### config.mk
export PLATFORM = sky130hd
export DESIGN_NAME = tcp_stream_tx
export DESIGN_NICKNAME = d
export VERILOG_FILES = /design/src/tcp_stream_pkg.sv /design/src/tcp_seg_builder.sv /design/src/tcp_seg_serializer.sv /design/src/tcp_stream_fifo.sv /design/src/tcp_stream_tx.sv
export VERILOG_INCLUDE_DIRS = /design/src
export SDC_FILE = /design/constraint.sdc
export NUM_CORES = 1
export LEC_CHECK = 0
export BUFFER_PORTS_ARGS = -buffer_cell sky130_fd_sc_hd__buf_2
export CAP_MARGIN = 20
export CORE_MARGIN = 3
export CORE_UTILIZATION = 56
export DETAILED_ROUTE_END_ITERATION = 12
export PLACE_DENSITY = 0.78
export SETUP_SLACK_MARGIN = 0.2
export SLEW_MARGIN = 40
export SYNTH_ARGS = -nofsm -noshare
export SYNTH_HDL_FRONTEND = slang
export SYNTH_SLANG_ARGS = --single-unit
### constraint.sdc
create_clock -name tcp_cts_srv -period 6.8 [get_ports tcp_cts_srv]
set_clock_uncertainty 0.15 [all_clocks]
set_input_delay 1.36 -clock tcp_cts_srv [delete_from_list [all_inputs] [get_ports tcp_cts_srv]]
set_output_delay 1.36 -clock tcp_cts_srv [all_outputs]
set_load 0.05 [all_outputs]
### src/tcp_stream_config.svh
`ifndef TCP_STREAM_CONFIG_SVH
`define TCP_STREAM_CONFIG_SVH

// maximum payload bytes per segment
`define TCP_MSS 16

// payload fifo holds 2**6 bytes
`define TCP_PAYLOAD_AW 6

// descriptor fifo holds 2**2 closed segments
`define TCP_DESC_AW 2

// sequence number of the first byte after reset
`define TCP_ISN 32'h0000_1000

// seq, len and csum on the wire
`define TCP_HDR_LEN 8

`endif

### src/tcp_stream_pkg.sv
`default_nettype none

package tcp_stream_pkg;

  ////////////////////////////////////////
  // stream element types
  ////////////////////////////////////////

  // one payload byte with its strobe
  typedef struct packed {
    logic [7:0] data;
    logic       valid;
  } byte_strobe_t;

  // closed segment, field order matches the header byte order
  typedef struct packed {
    // sequence number of first payload byte
    logic [31:0] seq;
    // payload bytes in the segment
    logic [15:0] len;
    // inverted ones' complement sum of payload
    logic [15:0] csum;
  } seg_desc_t;

endpackage

`default_nettype wire

### src/tcp_seg_builder.sv
`timescale 1ns/10ps
`default_nettype none

`include "tcp_stream_config.svh"

module tcp_seg_builder (
  input  wire                         tcp_cts_srv,
  input  wire                         rst_n,
  input  wire  [7:0]                  din,
  input  wire                         vin,
  input  wire                         snd,
  input  wire                         pay_full,
  input  wire                         desc_full,
  output logic                        cts,
  output logic                        pay_push,
  output tcp_stream_pkg::byte_strobe_t pay_wdata,
  output logic                        desc_push,
  output tcp_stream_pkg::seg_desc_t    desc_wdata
);

  localparam int CW = $clog2(`TCP_MSS + 1);

  // open segment state
  logic [CW-1:0] count;
  logic [15:0]   sum;
  logic          lo_phase;
  logic [31:0]   next_seq;
  // snd seen while descriptor fifo was full
  logic          flush_pend;

  logic          accept;
  logic [CW-1:0] count_next;
  logic [15:0]   sum_add;
  logic [16:0]   sum_wide;
  logic [15:0]   sum_inc;
  logic [15:0]   sum_next;
  logic          close_req;
  logic          close;

  ////////////////////////////////////////
  // user side
  ////////////////////////////////////////

  // hold off while a close could not be stored
  assign cts    = !pay_full && !desc_full && !flush_pend;
  assign accept = vin && cts;

  assign pay_push  = accept;
  assign pay_wdata = '{data: din, valid: 1'b1};

  assign count_next = count + {{(CW-1){1'b0}}, accept};

  ////////////////////////////////////////
  // running checksum
  ////////////////////////////////////////

  // even bytes go high, odd bytes low
  assign sum_add  = lo_phase ? {8'h00, din} : {din, 8'h00};
  assign sum_wide = {1'b0, sum} + {1'b0, sum_add};
  // end-around carry cannot overflow again
  assign sum_inc  = sum_wide[15:0] + {15'd0, sum_wide[16]};
  assign sum_next = accept ? sum_inc : sum;

  ////////////////////////////////////////
  // segment close
  ////////////////////////////////////////

  assign close_req = (accept && (count == CW'(`TCP_MSS - 1))) ||
                     ((snd || flush_pend) && (count_next != '0));
  // a byte in this cycle implies desc fifo has room
  assign close     = close_req && !desc_full;

  assign desc_push  = close;
  assign desc_wdata = '{
    seq:  next_seq,
    len:  16'(count_next),
    csum: ~sum_next
  };

  always_ff @(posedge tcp_cts_srv) begin
    if (!rst_n) begin
      count      <= '0;
      sum        <= '0;
      lo_phase   <= 1'b0;
      next_seq   <= `TCP_ISN;
      flush_pend <= 1'b0;
    end else if (close) begin
      count      <= '0;
      sum        <= '0;
      lo_phase   <= 1'b0;
      next_seq   <= next_seq + 32'(count_next);
      flush_pend <= 1'b0;
    end else begin
      count <= count_next;
      sum   <= sum_next;
      if (accept) begin
        lo_phase <= ~lo_phase;
      end
      // only snd without room reaches here
      if (close_req) begin
        flush_pend <= 1'b1;
      end
    end
  end

  ////////////////////////////////////////
  // checks
  ////////////////////////////////////////

  // user protocol, vin only while clear to send
  a_vin_cts: assert property (
    @(posedge tcp_cts_srv) disable iff (!rst_n) vin |-> cts
  ) else $error("vin raised while cts low");

  // mss close must keep the open count bounded
  a_count_mss: assert property (
    @(posedge tcp_cts_srv) disable iff (!rst_n) count <= CW'(`TCP_MSS)
  ) else $error("segment count above mss");

endmodule

`default_nettype wire

### src/tcp_seg_serializer.sv
`timescale 1ns/10ps
`default_nettype none

`include "tcp_stream_config.svh"

module tcp_seg_serializer (
  input  wire                          tcp_cts_srv,
  input  wire                          rst_n,
  input  tcp_stream_pkg::seg_desc_t    desc_rdata,
  input  wire                          desc_empty,
  input  tcp_stream_pkg::byte_strobe_t pay_rdata,
  input  wire                          pay_empty,
  output logic                         desc_pop,
  output logic                         pay_pop,
  output logic [7:0]                   dout,
  output logic                         vout
);

  localparam int HW = `TCP_HDR_LEN * 8;
  localparam int IW = $clog2(`TCP_HDR_LEN);

  typedef enum logic [1:0] {
    S_IDLE,
    S_HDR,
    S_PAY
  } state_t;

  state_t state;

  // header bytes go out msb first
  logic [HW-1:0] hdr_sr;
  logic [IW-1:0] hdr_idx;
  // payload bytes still to send
  logic [15:0]   pay_left;

  logic start;

  ////////////////////////////////////////
  // fifo side
  ////////////////////////////////////////

  assign start    = (state == S_IDLE) && !desc_empty;
  assign desc_pop = start;
  assign pay_pop  = (state == S_PAY);

  ////////////////////////////////////////
  // output side
  ////////////////////////////////////////

  assign vout = (state != S_IDLE);
  assign dout = (state == S_PAY) ? pay_rdata.data : hdr_sr[HW-1 -: 8];

  // header shift register
  always_ff @(posedge tcp_cts_srv) begin
    if (start) begin
      hdr_sr <= desc_rdata;
    end else if (state == S_HDR) begin
      hdr_sr <= {hdr_sr[HW-9:0], 8'h00};
    end
  end

  always_ff @(posedge tcp_cts_srv) begin
    if (!rst_n) begin
      state    <= S_IDLE;
      hdr_idx  <= '0;
      pay_left <= '0;
    end else begin
      case (state)
        S_IDLE: begin
          if (start) begin
            state    <= S_HDR;
            hdr_idx  <= '0;
            pay_left <= desc_rdata.len;
          end
        end
        S_HDR: begin
          hdr_idx <= hdr_idx + 1'b1;
          if (hdr_idx == IW'(`TCP_HDR_LEN - 1)) begin
            // builder never closes an empty segment
            state <= (pay_left != '0) ? S_PAY : S_IDLE;
          end
        end
        S_PAY: begin
          pay_left <= pay_left - 1'b1;
          // back to idle gives the gap between frames
          if (pay_left == 16'd1) begin
            state <= S_IDLE;
          end
        end
        default: begin
          state <= S_IDLE;
        end
      endcase
    end
  end

  ////////////////////////////////////////
  // checks
  ////////////////////////////////////////

  // payload is pushed no later than its descriptor
  a_pay_ready: assert property (
    @(posedge tcp_cts_srv) disable iff (!rst_n)
      (state == S_PAY) |-> (!pay_empty && pay_rdata.valid)
  ) else $error("payload fifo underrun during frame");

endmodule

`default_nettype wire

### src/tcp_stream_fifo.sv
`timescale 1ns/10ps
`default_nettype none

module tcp_stream_fifo #(
  parameter type elem_t = logic [7:0],
  parameter int  AW     = 4
) (
  input  wire   tcp_cts_srv,
  input  wire   rst_n,
  input  wire   push,
  input  wire   pop,
  input  elem_t wdata,
  output elem_t rdata,
  output logic  full,
  output logic  empty
);

  localparam int DEPTH = 2 ** AW;

  // storage
  elem_t mem [DEPTH];

  // pointers carry one extra wrap bit
  logic [AW:0] wr_ptr;
  logic [AW:0] rd_ptr;

  logic do_push;
  logic do_pop;

  assign do_push = push && !full;
  assign do_pop  = pop && !empty;

  ////////////////////////////////////////
  // pointer compare
  ////////////////////////////////////////

  assign empty = (wr_ptr == rd_ptr);
  assign full  = (wr_ptr[AW] != rd_ptr[AW]) &&
                 (wr_ptr[AW-1:0] == rd_ptr[AW-1:0]);

  // head is valid while not empty
  assign rdata = mem[rd_ptr[AW-1:0]];

  always_ff @(posedge tcp_cts_srv) begin
    if (do_push) begin
      mem[wr_ptr[AW-1:0]] <= wdata;
    end
  end

  always_ff @(posedge tcp_cts_srv) begin
    if (!rst_n) begin
      wr_ptr <= '0;
      rd_ptr <= '0;
    end else begin
      if (do_push) begin
        wr_ptr <= wr_ptr + 1'b1;
      end
      if (do_pop) begin
        rd_ptr <= rd_ptr + 1'b1;
      end
    end
  end

  ////////////////////////////////////////
  // checks
  ////////////////////////////////////////

  // producer must honour full or the element is dropped
  a_no_push_full: assert property (
    @(posedge tcp_cts_srv) disable iff (!rst_n) push |-> !full
  ) else $error("push into full fifo");

  // consumer must honour empty
  a_no_pop_empty: assert property (
    @(posedge tcp_cts_srv) disable iff (!rst_n) pop |-> !empty
  ) else $error("pop from empty fifo");

endmodule

`default_nettype wire

### src/tcp_stream_tx.sv
`timescale 1ns/10ps
`default_nettype none

`include "tcp_stream_config.svh"

module tcp_stream_tx (
  input  wire        tcp_cts_srv,
  input  wire        rst_n,
  input  wire  [7:0] din,
  input  wire        vin,
  input  wire        snd,
  output logic       cts,
  output logic [7:0] dout,
  output logic       vout
);

  import tcp_stream_pkg::*;

  ////////////////////////////////////////
  // payload path
  ////////////////////////////////////////

  logic         pay_push;
  logic         pay_pop;
  logic         pay_full;
  logic         pay_empty;
  byte_strobe_t pay_wdata;
  byte_strobe_t pay_rdata;

  // descriptor path
  logic      desc_push;
  logic      desc_pop;
  logic      desc_full;
  logic      desc_empty;
  seg_desc_t desc_wdata;
  seg_desc_t desc_rdata;

  tcp_seg_builder u_builder (
    .tcp_cts_srv (tcp_cts_srv),
    .rst_n       (rst_n),
    .din         (din),
    .vin         (vin),
    .snd         (snd),
    .pay_full    (pay_full),
    .desc_full   (desc_full),
    .cts         (cts),
    .pay_push    (pay_push),
    .pay_wdata   (pay_wdata),
    .desc_push   (desc_push),
    .desc_wdata  (desc_wdata)
  );

  tcp_stream_fifo #(
    .elem_t (byte_strobe_t),
    .AW     (`TCP_PAYLOAD_AW)
  ) u_pay_fifo (
    .tcp_cts_srv (tcp_cts_srv),
    .rst_n       (rst_n),
    .push        (pay_push),
    .pop         (pay_pop),
    .wdata       (pay_wdata),
    .rdata       (pay_rdata),
    .full        (pay_full),
    .empty       (pay_empty)
  );

  tcp_stream_fifo #(
    .elem_t (seg_desc_t),
    .AW     (`TCP_DESC_AW)
  ) u_desc_fifo (
    .tcp_cts_srv (tcp_cts_srv),
    .rst_n       (rst_n),
    .push        (desc_push),
    .pop         (desc_pop),
    .wdata       (desc_wdata),
    .rdata       (desc_rdata),
    .full        (desc_full),
    .empty       (desc_empty)
  );

  tcp_seg_serializer u_serializer (
    .tcp_cts_srv (tcp_cts_srv),
    .rst_n       (rst_n),
    .desc_rdata  (desc_rdata),
    .desc_empty  (desc_empty),
    .pay_rdata   (pay_rdata),
    .pay_empty   (pay_empty),
    .desc_pop    (desc_pop),
    .pay_pop     (pay_pop),
    .dout        (dout),
    .vout        (vout)
  );

endmodule

`default_nettype wire

# After elaboration in Yosys (flattened, before gate mapping)
# Memory sizes are Yosys's and may differ from the RTL's. A register that Yosys moved wholly into a read port is not among the register bits.
# Index checks and enable logic that the tools add are counted.
[totals]
reg_bits = 160
latch_bits = 0
ram_bits = 724
mem_bits_ro = 0
inputBits = 12
output_inout_bits = 10
memories = 2
[memory_table]
columns = ["name", "words", "width", "rd", "rd_ports_with_merged_regs", "wr", "line", "source"]
rows = [
  ["u_pay_fifo.mem", 64, 8, 1, 1, 1, "tcp_stream_fifo.sv:21", "elem_t mem [DEPTH];"],
  ["u_desc_fifo.mem", 4, 53, 1, 1, 1, "tcp_stream_fifo.sv:21", ""],
]
[classes]
n_addsub = 10
mul = 0
n_div = 0
n_lt_le_gt_ge = 0
n_eq_ne = 14
shifts = 0
mux = 22
n_bitwise = 3
reduce_logical = 31
[ops]
columns = ["operator", "count"]
rows = [
  ["$mux 64", 2],
  ["$mux 16", 3],
  ["$add 32x5->32", 1],
  ["$pmux 16 s2", 1],
  ["$add 16x16->17", 1],
  ["$add 16x1->16", 1],
  ["$eq 16x1->1 const B", 1],
  ["$not 16->16", 1],
  ["$reduce_bool 16->1", 1],
  ["$sub 16x1->16 const B", 1],
  ["$add 7x1->7 const B", 2],
  ["$logic_and 1x1->1", 13],
  ["$mux 2", 6],
  ["$mux 6", 2],
  ["$add 3x1->3 const B", 3],
  ["$mux 8", 1],
  ["$reduce_bool 2->1", 4],
  ["$eq 7x7->1", 1],
  ["$eq 6x6->1", 1],
  ["$pmux 2 s3", 1],
  ["$pmux 3 s2", 1],
  ["$add 5x1->5", 1],
  ["$eq 5x4->1 const B", 1],
  ["$logic_not 1->1", 5],
  ["other kinds (17)", 25],
]

# Longest topological paths before layout
[logic_depth]
word_depth = 14
mapped_depth = 22

# By module
# Synthesis repeated with hierarchy kept, for this count alone.
[hier_totals]
cells_unflattened = 2455
area_unflattened_um2 = 41155.7
[modules_own_cells]
columns = ["module", "n_inst", "cells_each", "area_each_um2", "seq_area_each_um2"]
rows = [
  ["tcp_stream_fifo (u_pay_fifo)", 1, 1125, 23321.1, 17697.0],
  ["tcp_stream_fifo (u_desc_fifo)", 1, 402, 9768.1, 7847.5],
  ["tcp_seg_builder", 1, 497, 4071.4, 1101.1],
  ["tcp_seg_serializer", 1, 431, 3995.1, 2342.2],
]

# Least setup slack after synthesis
# Ideal clock, no wire load.
[synth_timing]
path_type = "input to register"
from = "input din[0]"
to = "memory u_desc_fifo.mem[0][12] (netlist name), data pin"
arrival_ns = 4.724
required_time_ns = 6.364
slack_ns = 1.640
cell_stages = 21
n_path_buf = 0
cell_sequence = "and2_1 > ha_1 > inv_1 > fa_1 > nand2b_1 > a211o_1 > a211o_1 > nand3_1 > a21oi_1 > nor2_1 > o21ai_0 > nand2b_1 > ha_1 > ha_1 > nand2_1 > nor3_1 > nand4b_1 > nor3_2 > nand4_1 > xnor2_1 > mux2i_1"
[synth_rtl]
columns = ["item", "line", "source"]
rows = [
  ["start, declared", "tcp_stream_tx.sv:9", "input wire [7:0] din,"],
  ["end, declared", "tcp_stream_fifo.sv:21", ""],
]

==> metrics.md <==
| Metric | Value |
|---|---|
| Total of max-cap violations | `0` |
| Number of DRC markers in iteration 0 | `1734` |
| CP most frequent cell | `mux4_2` |
| Max Clk Rate | `187.0 MHz` |
| Reg power frac | `0.491` |
| Nets in the synthesized netlist | `2120` |
| WP buf/inv | `2` |
| DRC viols | `0` |
| Internal cell power | `10.23 mW` |
| GRT met1 Usage | `0.3120` |
| Top cell type's share of synthesized area | `0.6536` |
| Antenna viol nets, final | `0` |
| GRT Util Overall | `0.2353` |
| Via count | `18.62k` |
| Hold WS | `358.6 ps` |
| Psw | `3.949 mW` |
| P_leak | `13.03 nW` |
| Max-slew violations | `0` |
| Met2 Track Usage GR | `0.4042` |
| Row count | `92` |
| Detail-routed via count per cell | `6.163` |
| Share of layout cells above drive strength 1 | `0.1978` |
| Synth Warn # | `0` |
| RSZ-0062 raised after global routing | `false` |
| Peak VDD IR | `414.3 µV` |
| Initial antenna violation count | `3` |
| Critical path class | `reg2out` |
| Crit path time final | `5347 ps` |
| Met3 Usage GRT | `0.04454` |
| Arrival time worst endpoint | `3840 ps` |
| Clk network pwr share | `0.322` |
| Die H | `260.3 µm` |
| First-pass GRT wire length | `118600 µm` |
| CTS tree | `yes` |
| Die W | `260.3 µm` |
| Cell area power density | `354.2 nW/µm²` |
| Hold Buf Count CTS | `0` |
| Area delta synth->final | `10.54%` |
| GPL Wtd Cong | `0.8407` |
| Final Hold Viols | `0` |
| Num Clock Sinks | `892` |
| Sw frac | `0.2785` |
| Crit path largest cell delay | `670 ps` |
| Grt total ovfl | `0` |
| Root Driver | `clkbuf_16` |
| Drt first pass iters | `5` |
| CP cell instances | `buf_12, mux4_2, mux4_2, mux4_2, nand2_1, nand2_1, buf_2` |
| Worst setup EP type | `primary output` |
| Synth Cell Area | `36200 µm²` |
| Postcts setup bufs | `0` |
| Worst-margin pin slew | `888.6 ps` |
| H-tree depth | `3` |
| Slew margin rel. | `0.4064` |
| Busiest grt layer | `met2` |
| Detailed Place HPWL | `46610 µm` |
| Status | `completed` |
| Final worst slack | `1453 ps` |
| Logic pwr share | `0.187` |
| Avg WL per Cell | `25.65 µm` |
| Non-Filler Instances | `3021` |
| EDFF count, synth | `788` |
| Dominant cell type by area after synthesis | `edfxtp_1` |
| Final setup fails | `0` |
| Master of the slowest instance on the critical path | `dfxtp_4` |
| CTS resizes | `0` |
| Core area | `63540 µm²` |
| CP top delay family | `multiplexers` |
| Buffers on Ports | `21` |
| Sequential area share after synthesis | `0.7111` |
| Avg Cell Area, Syn | `17.50 µm²` |
| Final period util | `0.7864` |
| Area contributors post-synth | `edfxtp_1 65%, mux4_2 14%, dfxtp_1 5.8%, nand2_1 2.3%, and2_1 1.3%` |
| CTS buffer count | `86` |
| Most frequent cells in the layout | `788 x edfxtp_1, 221 x mux4_2, 218 x nand2_1, 100 x nor2_1, 99 x dfxtp_1` |
| Die Area | `67740 µm²` |
| Worst hold path class | `reg2reg` |
| Final wirelength | `77480 µm` |
| CP Max Fanout | `96` |
| Clock Path Buffers | `3` |
| # nets final | `2154` |
| Initial Utilization | `0.5698` |
| Nature of the critical path startpoint | `register` |
| Ports | `22` |
| Flops & latches, synth | `892` |
| Inst Count DP | `2861` |
| Total negative slack | `0 ps` |
| Ys flop type | `edfxtp_1` |
| Most common cell after layout, fill and taps aside | `edfxtp_1` |
| Vias in the first global route | `19.18k` |
| Clk pin slew, worst setup/hold paths | `60 ps` |
| Setup Slack @ Placement | `874.5 ps` |
| CP Data Required Time | `5290 ps` |
| Clock latency on the worst-skew pair | `640 ps` |
| FFs w/ async S/R, synth | `0` |
| Largest net degree at the start of global routing | `97` |
| Post-synth cell types | `72` |
| Gate Count Post-Synth | `2069` |
[path summary, 6_finish.rpt]
check | from | end | slack, ps | cells after the start
min reg2reg | u_pay_fifo.wr_ptr[6]$_SDFFE_PN0P_ | u_pay_fifo.wr_ptr[6]$_SDFFE_PN0P_ | 360 | 2
max reg2reg | u_builder.lo_phase$_SDFFE_PP0N_ | u_desc_fifo.mem[1][12]$_DFFE_PP_ | 1800 | 22
max | register | dout[7] | 1450 | 7
min | u_pay_fifo.wr_ptr[6]$_SDFFE_PN0P_ | u_pay_fifo.wr_ptr[6]$_SDFFE_PN0P_ | 360 | 2
[final cells by class]
class	count	area [µm²]
sequential	892	25760
fill	4265	23520
multi-input combinational	1051	10040
clock buffer	122	2390
tap	846	1059
timing repair buffer	47	382.9
clock inverter	37	295.3
inverter	25	93.84
antenna	1	2.502
[power groups by stage]
stage / logic, mW / clock network (mW) / registers, mW
final: 2.65 / 4.57 / 6.96
after global routing: 2.92 / 4.83 / 6.99
after CTS: 2.68 / 4.62 / 6.96
after detailed placement: 2.65 / 0 / 7.07
after global placement: 2.58 / 0 / 7.04
after floorplan: 1.85 / 0 / 7.00
[cells in the mapped netlist (all sizes together), types with 4 or more instances]
library cell	count
or4	4
xor2	23
and2	78
edfxtp	788
a211oi	6
ha	37
or2	6
mux2i	13
inv	25
dfxtp	104
nor2b	24
clkbuf	67
nand4	10
nand2	218
a21boi	16
buf	34
nand2b	7
a21oi	26
xnor2	49
nand3	37
mux4	221
or3	13
o21a	5
and3	24
o21ai	30
nor3	18
nor2	116
a31oi	6
nor4	6
a21o	13
[metrics by stage]
stage | power (mW) | cell area [µm²] | utilization
2_1_floorplan | 8.848 | 36200 | -
3_3_place_gp | 9.620 | 37260 | 0.5863
3_5_place_dp | 9.717 | 37280 | 0.5867
4_1_cts | 14.26 | 39970 | 0.6290
5_1_grt | 14.75 | 40020 | 0.6298
6_report | 14.18 | 40020 | 0.6299
[routing by layer]
metal	vias up	wire (µm)
met5	-	20
met4	2	2037
met3	133	5408
met2	757	39950
met1	9600	30070
li1	8126	-
[cell families (layout without fill, tap and decap cells)]
| family | Yosys count | in the layout | synth area share |
|---|---|---|---|
| flops | 892 | 892 | 0.7111 |
| simple gates | 575 | 575 | 0.07745 |
| mux | 234 | 234 | 0.1411 |
| compound gates | 131 | 131 | 0.02516 |
| buf+inv | 126 | 231 | 0.01393 |
| xor+xnor | 72 | 72 | 0.01742 |
| fa+ha+maj | 39 | 39 | 0.01389 |
| other cells | 0 | 1 | 0 |
[state kept, by name (all words and copies together) (netlist names), named ones only]
| register | count |
|---|---|
| u_serializer.pay_left | 16 |
| u_serializer.hdr_sr | 64 |
| u_builder.flush_pend | 1 |
| u_desc_fifo.rd_ptr | 3 |
| u_builder.sum | 16 |
| u_desc_fifo.wr_ptr | 3 |
| u_serializer.state | 2 |
| u_serializer.hdr_idx | 3 |
| u_pay_fifo.rd_ptr | 7 |
| u_builder.lo_phase | 1 |
| u_pay_fifo.wr_ptr | 7 |
| u_pay_fifo.mem | 512 |
| u_builder.next_seq | 32 |
| u_builder.count | 5 |
| u_desc_fifo.mem | 212 |
[tightest hold or removal path, cell delays in order, from the launching register on]
cell and delay (ps):
dfxtp_1 320, o21ai_0 70, a21boi_0 70
No activity file was read; power rests on OpenSTA's default activity.
